<file path="config.mk">
export PLATFORM = sky130hd
export DESIGN_NAME = fpu_unit_top
export DESIGN_NICKNAME = d
export VERILOG_FILES = /design/src/common/fpu_pkg.sv /design/src/design/fpu_fflags_csr.sv /design/src/design/fpu_op_decode.sv /design/src/design/fpu_pipe_reg.sv /design/src/design/fpu_unit_top.sv /design/src/fpu_datapath/fpu_noncomp_lane.sv
export VERILOG_INCLUDE_DIRS = /design/src /design/src/common
export SDC_FILE = /design/constraint.sdc
export NUM_CORES = 1
export LEC_CHECK = 0
export BUFFER_PORTS_ARGS = -buffer_cell sky130_fd_sc_hd__buf_2
export CELL_PAD_IN_SITES_DETAIL_PLACEMENT = 2
export CELL_PAD_IN_SITES_GLOBAL_PLACEMENT = 2
export CORE_ASPECT_RATIO = 0.5
export CORE_MARGIN = 8
export CORE_UTILIZATION = 41
export CTS_BUF_LIST = sky130_fd_sc_hd__clkbuf_4 sky130_fd_sc_hd__clkbuf_8
export CTS_CLUSTER_DIAMETER = 40
export DETAILED_ROUTE_END_ITERATION = 16
export HOLD_SLACK_MARGIN = 0.1
export PLACE_DENSITY_LB_ADDON = 0.25
export SETUP_SLACK_MARGIN = 0.2
export SYNTH_ARGS = -nofsm -noshare
export SYNTH_HDL_FRONTEND = slang
export SYNTH_SLANG_ARGS = --single-unit
</file>
<file path="constraint.sdc">
create_clock -name clk -period 21.9 [get_ports clk]
set_input_delay 1.095 -clock clk [delete_from_list [all_inputs] [get_ports clk]]
set_output_delay 1.095 -clock clk [all_outputs]
set_load 0.05 [all_outputs]
</file>
<file path="src/common/fpu_defines.svh">
`ifndef FPU_DEFINES_SVH
`define FPU_DEFINES_SVH

// Datapath and context sizes
`define FPU_NUM_LANES 4
`define FPU_NUM_WARPS 4
`define FPU_NW_BITS   2
`define FPU_TAG_BITS  4
`define FPU_FLAG_BITS 5

// Width of the rounding-mode field on the request
`define FPU_RND_BITS  3

// Rounding-field values that pick the variant inside a family
`define FPU_RNE 3'b000
`define FPU_RTZ 3'b001
`define FPU_RDN 3'b010
`define FPU_DYN 3'b111

// Quiet NaN returned when MIN/MAX sees two NaNs
`define FPU_CANON_NAN 32'h7fc00000

`endif

</file>
<file path="src/common/fpu_pkg.sv">
`default_nettype none

`include "fpu_defines.svh"

package fpu_pkg;

    // Operation family as issued by the core
    typedef enum logic [3:0] {
        OP_SGNJ   = 4'd0,
        OP_MINMAX = 4'd1,
        OP_CMP    = 4'd2,
        OP_CLASS  = 4'd3,
        OP_MVXW   = 4'd4,
        OP_MVWX   = 4'd5
    } fpu_op_e;

    // Resolved lane command, family plus variant
    typedef enum logic [3:0] {
        CMD_SGNJ    = 4'd0,
        CMD_SGNJN   = 4'd1,
        CMD_SGNJX   = 4'd2,
        CMD_MIN     = 4'd3,
        CMD_MAX     = 4'd4,
        CMD_FEQ     = 4'd5,
        CMD_FLT     = 4'd6,
        CMD_FLE     = 4'd7,
        CMD_CLASS   = 4'd8,
        CMD_MVXW    = 4'd9,
        CMD_MVWX    = 4'd10,
        CMD_ILLEGAL = 4'd11
    } fpu_cmd_e;

    typedef struct packed {
        logic NV;  // Invalid operation
        logic DZ;  // Divide by zero
        logic OF;  // Overflow
        logic UF;  // Underflow
        logic NX;  // Inexact
    } fpu_fflags_t;

    typedef logic [`FPU_NUM_LANES-1:0][31:0] fpu_vec_t;

    typedef struct packed {
        fpu_cmd_e                 cmd;
        logic [`FPU_NW_BITS-1:0]  warp;
        logic [`FPU_TAG_BITS-1:0] tag;
        fpu_vec_t                 a;
        fpu_vec_t                 b;
    } fpu_req_meta_t;

    typedef struct packed {
        logic [`FPU_NW_BITS-1:0]  warp;
        logic [`FPU_TAG_BITS-1:0] tag;
        fpu_vec_t                 data;
        fpu_fflags_t              fflags;  // OR of all lanes
    } fpu_rsp_t;

endpackage

`default_nettype wire

</file>
<file path="src/design/fpu_fflags_csr.sv">
`timescale 1ns/1ps
`default_nettype none

`include "fpu_defines.svh"

module fpu_fflags_csr (
    input  logic                    clk,
    input  logic                    rst_n_i,
    input  logic                    upd_valid_i,
    input  logic [`FPU_NW_BITS-1:0] upd_warp_i,
    input  fpu_pkg::fpu_fflags_t    upd_fflags_i,
    input  logic                    clear_i,
    input  logic [`FPU_NW_BITS-1:0] clear_warp_i,
    input  logic [`FPU_NW_BITS-1:0] read_warp_i,
    output fpu_pkg::fpu_fflags_t    read_fflags_o
);
    import fpu_pkg::*;

    fpu_fflags_t [`FPU_NUM_WARPS-1:0] flags_q;

    logic same_warp;

    assign same_warp = clear_i && (clear_warp_i == upd_warp_i);

    always_ff @(posedge clk or negedge rst_n_i) begin
        if (!rst_n_i) begin
            flags_q <= '0;
        end else begin
            if (clear_i) begin
                flags_q[clear_warp_i] <= '0;
            end
            // Later assignment wins, so a colliding update survives the clear
            if (upd_valid_i) begin
                if (same_warp) begin
                    flags_q[upd_warp_i] <= upd_fflags_i;
                end else begin
                    flags_q[upd_warp_i] <= flags_q[upd_warp_i] | upd_fflags_i;
                end
            end
        end
    end

    assign read_fflags_o = flags_q[read_warp_i];  // Combinational CSR read

    // Warp indexes must name an existing warp context
    assert property (@(posedge clk) disable iff (!rst_n_i)
        (!upd_valid_i || upd_warp_i < `FPU_NUM_WARPS) &&
        (!clear_i || clear_warp_i < `FPU_NUM_WARPS) &&
        (read_warp_i < `FPU_NUM_WARPS))
        else $error("fpu_fflags_csr: warp index out of range");

endmodule

`default_nettype wire

</file>
<file path="src/design/fpu_op_decode.sv">
`timescale 1ns/1ps
`default_nettype none

`include "fpu_defines.svh"

module fpu_op_decode (
    input  fpu_pkg::fpu_op_e           op_i,
    input  logic [`FPU_RND_BITS-1:0]   rnd_i,
    output fpu_pkg::fpu_cmd_e          cmd_o
);
    import fpu_pkg::*;

    fpu_cmd_e cmd;

    always_comb begin
        cmd = CMD_ILLEGAL;
        case (op_i)
            OP_SGNJ: begin
                case (rnd_i)
                    `FPU_RNE: cmd = CMD_SGNJ;
                    `FPU_RTZ: cmd = CMD_SGNJN;
                    `FPU_RDN: cmd = CMD_SGNJX;
                    default:  cmd = CMD_ILLEGAL;
                endcase
            end
            OP_MINMAX: begin
                case (rnd_i)
                    `FPU_RNE: cmd = CMD_MIN;
                    `FPU_RTZ: cmd = CMD_MAX;
                    default:  cmd = CMD_ILLEGAL;
                endcase
            end
            OP_CMP: begin
                case (rnd_i)
                    `FPU_RDN: cmd = CMD_FLE;
                    `FPU_RTZ: cmd = CMD_FLT;
                    `FPU_RNE: cmd = CMD_FEQ;
                    default:  cmd = CMD_ILLEGAL;
                endcase
            end
            OP_CLASS: cmd = CMD_CLASS;  // Rounding field ignored
            OP_MVXW:  cmd = CMD_MVXW;
            OP_MVWX:  cmd = CMD_MVWX;
            default:  cmd = CMD_ILLEGAL;
        endcase

        // Dynamic rounding has no meaning for a rounded family here
        if (rnd_i == `FPU_DYN &&
            (op_i == OP_SGNJ || op_i == OP_MINMAX || op_i == OP_CMP)) begin
            cmd = CMD_ILLEGAL;
        end
    end

    assign cmd_o = cmd;

endmodule

`default_nettype wire

</file>
<file path="src/design/fpu_pipe_reg.sv">
`timescale 1ns/1ps
`default_nettype none

module fpu_pipe_reg #(
    parameter type T = logic
) (
    input  logic clk,
    input  logic rst_n_i,
    input  logic in_valid_i,
    output logic in_ready_o,
    input  T     in_data_i,
    output logic out_valid_o,
    input  logic out_ready_i,
    output T     out_data_o
);

    logic valid_q;
    T     data_q;

    // Accept when empty or when the held entry leaves this cycle
    assign in_ready_o = ~valid_q | out_ready_i;

    always_ff @(posedge clk or negedge rst_n_i) begin
        if (!rst_n_i) begin
            valid_q <= 1'b0;
        end else if (in_ready_o) begin
            valid_q <= in_valid_i;
        end
    end

    always_ff @(posedge clk) begin
        if (in_valid_i && in_ready_o) begin
            data_q <= in_data_i;
        end
    end

    assign out_valid_o = valid_q;
    assign out_data_o  = data_q;

    // A stalled entry stays put until taken
    assert property (@(posedge clk) disable iff (!rst_n_i)
        out_valid_o && !out_ready_i |=> out_valid_o && $stable(out_data_o))
        else $error("fpu_pipe_reg: stalled output changed");

endmodule

`default_nettype wire

</file>
<file path="src/design/fpu_unit_top.sv">
`timescale 1ns/1ps
`default_nettype none

`include "fpu_defines.svh"

module fpu_unit_top (
    input  logic                             clk,
    input  logic                             rst_n_i,
    input  logic                             req_valid_i,
    output logic                             req_ready_o,
    input  fpu_pkg::fpu_op_e                 req_op_i,
    input  logic [`FPU_RND_BITS-1:0]         req_rnd_i,
    input  logic [`FPU_NW_BITS-1:0]          req_warp_i,
    input  logic [`FPU_TAG_BITS-1:0]         req_tag_i,
    input  logic [`FPU_NUM_LANES-1:0][31:0]  req_a_i,
    input  logic [`FPU_NUM_LANES-1:0][31:0]  req_b_i,
    output logic                             commit_valid_o,
    input  logic                             commit_ready_i,
    output logic [`FPU_NW_BITS-1:0]          commit_warp_o,
    output logic [`FPU_TAG_BITS-1:0]         commit_tag_o,
    output logic [`FPU_NUM_LANES-1:0][31:0]  commit_data_o,
    output fpu_pkg::fpu_fflags_t             commit_fflags_o,
    input  logic [`FPU_NW_BITS-1:0]          csr_read_warp_i,
    input  logic                             csr_clear_i,
    input  logic [`FPU_NW_BITS-1:0]          csr_clear_warp_i,
    output fpu_pkg::fpu_fflags_t             csr_fflags_o
);
    import fpu_pkg::*;

    fpu_cmd_e      dec_cmd;
    fpu_req_meta_t s1_in;
    fpu_req_meta_t s1_out;
    logic          s1_valid;
    logic          s2_ready;
    fpu_rsp_t      s2_in;
    fpu_rsp_t      s2_out;

    logic [`FPU_NUM_LANES-1:0][31:0]               lane_result;
    logic [`FPU_NUM_LANES-1:0][`FPU_FLAG_BITS-1:0] lane_fflags;
    logic [`FPU_FLAG_BITS-1:0]                     merged_fflags;

    fpu_op_decode u_decode (.op_i(req_op_i), .rnd_i(req_rnd_i), .cmd_o(dec_cmd));

    assign s1_in.cmd  = dec_cmd;
    assign s1_in.warp = req_warp_i;
    assign s1_in.tag  = req_tag_i;
    assign s1_in.a    = req_a_i;
    assign s1_in.b    = req_b_i;

    fpu_pipe_reg #(.T(fpu_req_meta_t)) u_s1 (
        .clk(clk), .rst_n_i(rst_n_i),
        .in_valid_i(req_valid_i), .in_ready_o(req_ready_o), .in_data_i(s1_in),
        .out_valid_o(s1_valid), .out_ready_i(s2_ready), .out_data_o(s1_out)
    );

    for (genvar i = 0; i < `FPU_NUM_LANES; i++) begin : g_lane
        fpu_noncomp_lane u_lane (
            .cmd_i(s1_out.cmd), .a_i(s1_out.a[i]), .b_i(s1_out.b[i]),
            .result_o(lane_result[i]), .fflags_o(lane_fflags[i])
        );
    end

    always_comb begin
        merged_fflags = '0;
        for (int i = 0; i < `FPU_NUM_LANES; i++) begin
            merged_fflags = merged_fflags | lane_fflags[i];
        end
    end

    assign s2_in.warp   = s1_out.warp;
    assign s2_in.tag    = s1_out.tag;
    assign s2_in.data   = lane_result;
    assign s2_in.fflags = merged_fflags;

    fpu_pipe_reg #(.T(fpu_rsp_t)) u_s2 (
        .clk(clk), .rst_n_i(rst_n_i),
        .in_valid_i(s1_valid), .in_ready_o(s2_ready), .in_data_i(s2_in),
        .out_valid_o(commit_valid_o), .out_ready_i(commit_ready_i), .out_data_o(s2_out)
    );

    assign commit_warp_o   = s2_out.warp;
    assign commit_tag_o    = s2_out.tag;
    assign commit_data_o   = s2_out.data;
    assign commit_fflags_o = s2_out.fflags;

    fpu_fflags_csr u_fflags (
        .clk(clk), .rst_n_i(rst_n_i),
        .upd_valid_i(commit_valid_o && commit_ready_i),  // Flags land on commit
        .upd_warp_i(s2_out.warp), .upd_fflags_i(s2_out.fflags),
        .clear_i(csr_clear_i), .clear_warp_i(csr_clear_warp_i),
        .read_warp_i(csr_read_warp_i), .read_fflags_o(csr_fflags_o)
    );

endmodule

`default_nettype wire

</file>
<file path="src/fpu_datapath/fpu_noncomp_lane.sv">
`timescale 1ns/1ps
`default_nettype none

`include "fpu_defines.svh"

module fpu_noncomp_lane (
    input  fpu_pkg::fpu_cmd_e    cmd_i,
    input  logic [31:0]          a_i,
    input  logic [31:0]          b_i,
    output logic [31:0]          result_o,
    output fpu_pkg::fpu_fflags_t fflags_o
);
    import fpu_pkg::*;

    // RISC-V class mask, one hot
    function automatic logic [9:0] class_mask(input logic [31:0] x);
        logic       exp_ones;
        logic       exp_zero;
        logic       mant_zero;
        logic [9:0] m;
        exp_ones  = &x[30:23];
        exp_zero  = ~|x[30:23];
        mant_zero = ~|x[22:0];
        m         = '0;
        if (exp_ones && !mant_zero) begin
            if (x[22]) m[9] = 1'b1;  // Quiet NaN
            else       m[8] = 1'b1;  // Signaling NaN
        end else if (exp_ones) begin
            if (x[31]) m[0] = 1'b1;
            else       m[7] = 1'b1;
        end else if (exp_zero && mant_zero) begin
            if (x[31]) m[3] = 1'b1;
            else       m[4] = 1'b1;
        end else if (exp_zero) begin
            if (x[31]) m[2] = 1'b1;
            else       m[5] = 1'b1;
        end else begin
            if (x[31]) m[1] = 1'b1;
            else       m[6] = 1'b1;
        end
        return m;
    endfunction

    logic [9:0] a_cls;
    logic [9:0] b_cls;
    logic       a_nan;
    logic       b_nan;
    logic       any_nan;
    logic       any_snan;
    logic       both_zero;
    logic       a_lt_b;
    logic       cmp_lt;
    logic       cmp_eq;

    assign a_cls     = class_mask(a_i);
    assign b_cls     = class_mask(b_i);
    assign a_nan     = a_cls[8] | a_cls[9];
    assign b_nan     = b_cls[8] | b_cls[9];
    assign any_nan   = a_nan | b_nan;
    assign any_snan  = a_cls[8] | b_cls[8];
    assign both_zero = (a_cls[3] | a_cls[4]) & (b_cls[3] | b_cls[4]);

    // Total order on non-NaN values, -0 sits below +0
    assign a_lt_b = (a_i[31] != b_i[31]) ? a_i[31] :
                    (a_i[31] ? (a_i[30:0] > b_i[30:0]) : (a_i[30:0] < b_i[30:0]));

    assign cmp_lt = a_lt_b & ~both_zero;  // Compares treat the zeros as equal
    assign cmp_eq = (a_i == b_i) | both_zero;

    always_comb begin
        result_o = '0;
        fflags_o = '0;
        case (cmd_i)
            CMD_SGNJ:  result_o = {b_i[31], a_i[30:0]};
            CMD_SGNJN: result_o = {~b_i[31], a_i[30:0]};
            CMD_SGNJX: result_o = {a_i[31] ^ b_i[31], a_i[30:0]};
            CMD_MIN, CMD_MAX: begin
                if (a_nan && b_nan) begin
                    result_o = `FPU_CANON_NAN;
                end else if (a_nan) begin
                    result_o = b_i;
                end else if (b_nan) begin
                    result_o = a_i;
                end else if (cmd_i == CMD_MIN) begin
                    result_o = a_lt_b ? a_i : b_i;
                end else begin
                    result_o = a_lt_b ? b_i : a_i;
                end
                fflags_o.NV = any_snan;
            end
            CMD_FEQ: begin
                result_o    = {31'd0, ~any_nan & cmp_eq};
                fflags_o.NV = any_snan;  // Quiet NaNs are fine for equality
            end
            CMD_FLT: begin
                result_o    = {31'd0, ~any_nan & cmp_lt};
                fflags_o.NV = any_nan;
            end
            CMD_FLE: begin
                result_o    = {31'd0, ~any_nan & (cmp_lt | cmp_eq)};
                fflags_o.NV = any_nan;
            end
            CMD_CLASS: result_o = {22'd0, a_cls};
            CMD_MVXW,
            CMD_MVWX:  result_o = a_i;  // Bit pattern moves unchanged
            default:   fflags_o.NV = 1'b1;
        endcase
    end

    // Command must come from the decoder's enum range
    assert property (@(cmd_i) cmd_i inside {[CMD_SGNJ:CMD_ILLEGAL]})
        else $error("fpu_noncomp_lane: command out of range");

endmodule

`default_nettype wire

</file>
==> results of run 1 <==
==> state kept, by name (all words and copies together) (netlist names) <==
name	flops
u_fflags.flags_q	20
u_s2.out_data_o	135
u_s2.out_valid_o	1
u_s1.out_valid_o	1
u_s1.out_data_o	266
==> area by class of cell <==
| type | count | share of cell area |
|---|---|---|
| diodes | 8 | 0.000834 |
| clock buffers | 90 | 0.0461 |
| clock inverters | 26 | 0.00693 |
| inverters | 144 | 0.0225 |
| multi-input cells | 886 | 0.274 |
| flip-flops and latches | 423 | 0.524 |
| well taps | 649 | 0.0338 |
| repair buffers | 431 | 0.0911 |
==> cells in the mapped netlist (all sizes together), types with 19 or more instances <==
master,number
a21o,20
a21oi,57
a221o,36
a22o,60
a32o,21
and2,21
buf,19
clkbuf,33
dfrtp,22
edfxtp,401
ha,132
inv,144
nand2,70
nand3,24
nand4,47
nor2,70
nor3,42
nor4,59
o21ai,41
==> power by group through the flow <==
stage                     registers [mW]  clock network (mW)  logic (mW)
after global placement              1.02                   0       0.284
after global routing                1.01               0.733       0.322
after detailed placement            1.02                   0       0.301
after CTS                           1.01               0.702       0.304
final                               1.01               0.686       0.302
after floorplan                     1.09                   0       0.117
==> metrics by stage <==
step | hold WS (ps) | area (um^2) | worst slack, ps | util
5_1_grt | 420 | 24000 | 17470 | 0.498
3_5_place_dp | 423 | 22700 | 17430 | 0.471
2_1_floorplan | 400 | 19900 | 13590 | -
6_report | 427 | 24000 | 17680 | 0.498
3_3_place_gp | 402 | 22700 | 17570 | 0.471
4_1_cts | 394 | 24000 | 17760 | 0.498
==> placed cells by master (no fill, tap or decap), drive strengths merged, types with 47 or more instances in the layout <==
cell type  Yosys  final
a22o          60     60
nor2          70     70
a21oi         57     57
edfxtp       401    401
nand2         70     70
inv          144    144
clkbuf        33     90
nor4          59     59
buf           19    431
ha           132    132
nand4         47     47
==> worst min-delay path by stage <==
stage / slack (ps) / startpoint / depth (start not counted) / to
after floorplan: 400 / u_s1.out_data_o[256] / 0 / u_s2.out_data_o[133]
after global routing: 420 / rst_n_i / 1 / u_fflags.flags_q[5]
after CTS: 390 / rst_n_i / 1 / u_fflags.flags_q[1]
after detailed placement: 420 / u_s1.out_data_o[258] / 0 / u_s2.out_data_o[135]
after global placement: 400 / u_s1.out_data_o[257] / 0 / u_s2.out_data_o[134]
final: 430 / rst_n_i / 1 / u_fflags.flags_q[13]
==> critical path, stage by stage (launching register included) <==
cell and delay, ps:
edfxtp_1 450, inv_1 70, ha_1 320, nand4_1 170
nor4_1 620, nand4_1 240, a21oi_1 340, nor2_1 140
mux2i_1 320, mux2i_1 350, a31o_2 730, a221o_1 280
==> routing by layer <==
layer  vias to the layer above  wire length, um  track usage
met4                         8             2350       0.0917
met5                         -               47            0
met2                       451            39000        0.464
met3                       148             3150       0.0452
li1                       6777                -            -
met1                      7848            29600        0.305
==> kinds of logic (layout without fill, tap and decap cells) <==
kind of cell / Yosys count / in the layout
mux: 16 / 16
buf+inv: 196 / 691
compound gates: 313 / 313
other cells: 1 / 12
flops: 423 / 423
fa+ha+maj: 132 / 132
xor+xnor: 5 / 5
simple gates: 416 / 416
==> results.py, run 1 <==
metrics = {
    "detailed_routing": {
        "via_per_inst": 5.73,
        "vias": 15200,
        "ant_nets": 0,
        "firstDrtPassIters": 5,
        "drt_wl_total_um": 74100,
        "drtIter0Drc": 1038,
        "drcViolationCount": 0,
        "wl_per_cell_um": 27.9,
    },
    "worst_setup_path": {
        "rr_worst_depth": 11,
        "crit_start": "u_s1.out_data_o[62]",
        "r2r_slack_ps": 17680,
        "cp.arrival_ps": 4720,
        "reg2reg_to": "u_s2.out_data_o[45]",
        "critPathRequiredTime_ps": 22400,
        "worstPathMaxFanout": 30,
        "crit_end": "u_s2.out_data_o[45]",
        "r2r-start": "u_s1.out_data_o[62]",
        "worstSetupEndpointType": "flip-flop",
        "critical_path_class": "flip-flop to flip-flop",
        "start_kind": "flip-flop",
    },
    "floorplan": {
        "ios": 424,
        "core_um2": 48200,
        "die_y_um": 172,
        "die_w_um": 328,
        "die-area_um2": 56300,
        "std_cell_rows": 57,
        "initial_core_util": 0.413,
    },
    "grt": {
        "gr-usage-all-layers": 0.255,
        "grt_pass1_vias": 17100,
        "globalRouteOverflowTotal": 0,
        "grt_antenna_before_repair": 13,
        "grt_pass1_wl_um": 109000,
        "grt_max_degree": 73,
    },
    "pwr": {
        "p_comb_frac": 0.151,
        "p_switching_mw": 0.594,
        "power_frac_seq": 0.505,
        "ir_drop_mv": 0.0528,
        "leakagePower_nw": 10.0,
        "p_per_area_nw_per_um2": 83.2,
        "p_int_mw": 1.40,
        "p_sw_frac": 0.298,
        "power_frac_clock": 0.343,
        "finalPower_mw": 2.00,
    },
    "timing": {
        "post-route-period-util": 0.193,
        "slew_headroom": 0.262,
        "drv_slew": 0,
        "fmax_ghz": 0.237,
        "finalHoldViolations": 0,
        "tightestPinTransition_ps": 1110,
        "grt_setup_unrepaired": "false",
        "fin_tns_setup_ps": 0,
        "report.final.setup_viol": 0,
        "clock_skew_ps": 45.5,
        "min_period_ps": 4220,
    },
    "place": {
        "placed_cells": 2533,
        "port_buffers": 419,
        "gp_congestion": 0.840,
        "hpwl_um": 55100,
    },
    "cts": {
        "postCtsSetupRepairBufs": 0,
        "h-tree-depth": 3,
        "post_cts_resized": 0,
        "cts_tree": "built",
        "clock_latency_ps": 660,
        "numCtsBuffers": 66,
        "clockBufferDepth": 3,
        "cts_root_buffer": "clkbuf_8",
        "clk_pin_slew_ps": 70,
        "cts.sinks": 423,
        "hold_buffers": 0,
    },
    "run": {
        "drv_cap": 0,
    },
    "layout": {
        "drive_gt1_frac": 0.280,
        "fin_cells": 2657,
        "syn_to_final_growth_pct": 20.6,
        "n_fill_cell": 4819,
        "nets": 2362,
        "seqCellArea_um2": 12600,
        "multiInputGateArea_um2": 6580,
    },
    "synthesis": {
        "synth_mux_area_frac": 0.0119,
        "synth_fa_ha_area_frac": 0.0830,
        "synth_flop_cell": "edfxtp_1",
        "netlist-cell-type-count": 71,
        "synth_top_family_by_area": "compound AO/OA/AOI/OAI gates",
        "syn-instance-count": 1502,
        "synth_seq_cells": 423,
        "synth_enable_flop_cells": 401,
        "synth_top_area_cell": "edfxtp_1",
        "avgSynthCellArea_um2": 13.3,
        "async_reset_ff_frac": 0.0520,
        "synth_xor_area_frac": 0.00220,
        "synthSimpleGateAreaFrac": 0.112,
        "ys_warn_count": 0,
        "synth_compound_area_frac": 0.119,
        "synthesis.area_um2": 19900,
        "netlist_top_cells_area": "edfxtp_1 (61%), ha_1 (8.3%), dfrtp_1 (2.8%), inv_1 (2.7%), a22o_1 (2.6%)",
        "yosysSeqAreaShare": 0.633,
        "synth_top_area_frac": 0.605,
    },
    "status": {
        "outcome": "finished, final reports clean",
    },
    "min_path": {
        "hp-class": "input pin to asynchronous set/reset pin",
    },
}
(Power assumes the default switching activity.)
==> run 2, diff against run 1 <==
- CORE_UTILIZATION: 41 -> 38
- clock period: 21.9 -> 4.3 ns (I/O delays scaled with it)
==> results.py, run 2 (synthesis results as in run 1) <==
metrics = {
    "detailed_routing": {
        "drtIter0Drc": 1359,
        "via_per_inst": 5.73,
        "drt_wl_total_um": 90500,
        "firstDrtPassIters": 5,
        "wl_per_cell_um": 30.1,
        "ant_nets": 0,
        "drcViolationCount": 0,
        "vias": 17200,
    },
    "min_path": {
        "hold_start": "req_a_i[46]",
        "hp-class": "input pin to flip-flop",
        "min_to": "u_s1.out_data_o[174]",
        "hold_depth": 2,
    },
    "floorplan": {
        "core_um2": 51800,
        "die_y_um": 178,
        "die_w_um": 340,
        "die-area_um2": 60400,
        "std_cell_rows": 59,
        "ios": 424,
        "initial_core_util": 0.384,
    },
    "grt": {
        "gr-usage-all-layers": 0.288,
        "grt_pass1_wl_um": 132000,
        "grt.busiest_layer": "met2",
        "grt_pass1_vias": 19400,
        "globalRouteOverflowTotal": 0,
        "use_met1": 0.331,
        "grt_max_degree": 78,
        "grt_antenna_before_repair": 4,
        "grt_util_met3": 0.0465,
        "grt_util_met2": 0.538,
    },
    "worst_setup_path": {
        "crit_chain": "ha_1 > nand4_1 > nor4_1 > o21ai_0 > a211oi_2 > xnor2_1 > a21o_1 > and2_4 > nor2b_2 > a22o_1",
        "r2r-start": "u_s1.out_data_o[154]",
        "cp.arrival_ps": 4490,
        "reg2reg_to": "u_s2.out_data_o[22]",
        "crit_family": "simple AND/OR/NAND/NOR gates",
        "cp_slowest_cell": "nor2b_2",
        "worstPathMaxFanout": 11,
        "critical_path_class": "flip-flop to flip-flop",
        "worstSetupEndpointType": "flip-flop",
        "cp_num_buf_inv": 0,
        "r2r_slack_ps": 320,
        "critPathRequiredTime_ps": 4810,
        "rr_worst_depth": 10,
        "max_stage_delay_ps": 630,
        "start_kind": "flip-flop",
    },
    "cts": {
        "cts.sinks": 423,
        "h-tree-depth": 3,
        "cts_tree": "built",
        "clock_latency_ps": 670,
        "clockBufferDepth": 3,
        "clk_pin_slew_ps": 90,
        "numCtsBuffers": 68,
        "cts_root_buffer": "clkbuf_8",
    },
    "pwr": {
        "finalPower_mw": 10.9,
        "power_frac_seq": 0.472,
        "p_comb_frac": 0.172,
        "p_sw_frac": 0.314,
        "p_int_mw": 7.47,
        "p_switching_mw": 3.42,
        "ir_drop_mv": 0.222,
        "p_per_area_nw_per_um2": 401,
        "leakagePower_nw": 11.4,
        "power_frac_clock": 0.356,
    },
    "layout": {
        "seqCellArea_um2": 12600,
        "nets": 2667,
        "drive_gt1_frac": 0.256,
        "multiInputGateArea_um2": 6620,
        "layout_commonest_cell": "buf_2",
        "n_fill_cell": 5065,
        "syn_to_final_growth_pct": 36.6,
        "final_area_um2": 27200,
        "largest_reg_flops": 266,
        "final_cell_mix": "buf_2 (419), edfxtp_1 (401), dlygate4sd3_1 (281), inv_1 (144), ha_1 (132)",
    },
    "timing": {
        "report.final.setup_viol": 0,
        "min_period_ps": 3980,
        "tightestPinTransition_ps": 1150,
        "post-route-period-util": 0.925,
        "grt_setup_unrepaired": "false",
        "drv_slew": 0,
        "fmax_ghz": 0.252,
        "clock_skew_ps": 54.6,
        "fin_tns_setup_ps": 0,
        "slew_headroom": 0.233,
        "finalHoldViolations": 0,
    },
    "place": {
        "port_buffers": 419,
        "gp_congestion": 0.852,
        "hpwl_um": 56300,
        "placed_area_um2": 23000,
    },
    "run": {
        "drv_cap": 0,
    },
    "status": {
        "outcome": "finished, final reports clean",
    },
}
-- run 2: per-stage QoR --
step,cells,setup slack [ps],hold WS (ps),utilization
final,3008,324,266,0.524
after global routing,3008,227,237,0.524
after CTS,3003,368,150,0.524
after detailed placement,2606,170,224,0.443
after global placement,2606,359,214,0.443
after floorplan,1505,741,-80.6,-
-- run 2: layer usage --
metal | vias to the layer above | share of wire
li1 | 7384 | -
met1 | 8957 | 0.38
met2 | 700 | 0.53
met3 | 201 | 0.054
met4 | 0 | 0.039
met5 | - | 0
-- run 2: power groups by stage --
| stage | sequential, mW | combinational (mW) | clock [mW] |
|---|---|---|---|
| floorplan | 5.52 | 0.599 | 0 |
| CTS | 5.12 | 1.80 | 3.74 |
| finish | 5.14 | 1.87 | 3.88 |
| global route | 5.16 | 1.97 | 4.07 |
| detailed placement | 5.20 | 1.58 | 0 |
| global placement | 5.18 | 1.51 | 0 |
-- run 2: worst max path at each step --
stage	from	endpoint	depth (start not counted)
3_3_place_gp	u_s1.out_data_o[62]	u_s2.out_data_o[37]	11
2_1_floorplan	u_s2.out_valid_o	u_s1.out_data_o[0]	2
6_report	u_s1.out_data_o[154]	u_s2.out_data_o[22]	10
3_5_place_dp	u_s1.out_data_o[190]	u_s2.out_data_o[44]	10
5_1_grt	u_s1.out_data_o[22]	u_s2.out_data_o[16]	12
4_1_cts	u_s1.out_data_o[120]	u_s2.out_data_o[105]	11
-- run 2: layout make-up --
cell class,count,share of cell area
Sequential cell,423,0.463
Multi-Input combinational cell,887,0.243
Timing Repair Buffer,733,0.192
Clock buffer,94,0.0428
Tap cell,701,0.0323
Inverter,144,0.0199
Clock inverter,22,0.00631
Antenna cell,4,0.000368
-- run 2: worst register-to-register path, delay by kind of cell (launching register included) --
family | cells | cell delay (ps)
and+or+nand+nor | 4 | 1700
AOI/OAI and AO/OA | 4 | 1100
adders and majority gates | 1 | 380
DFF | 1 | 520
xor gates and xnor gates | 1 | 150
-- run 2: timing repair --
action | 4_1_cts | 5_1_grt
pin swaps | 0 | 0
buffers inserted | 0 | 0
resized for setup | 1 | 5
hold endpoints to repair | 310 | 0
endpoints found under the setup margin | 11 | 64
hold buffers | 281 | 0
gates cloned | 0 | 1
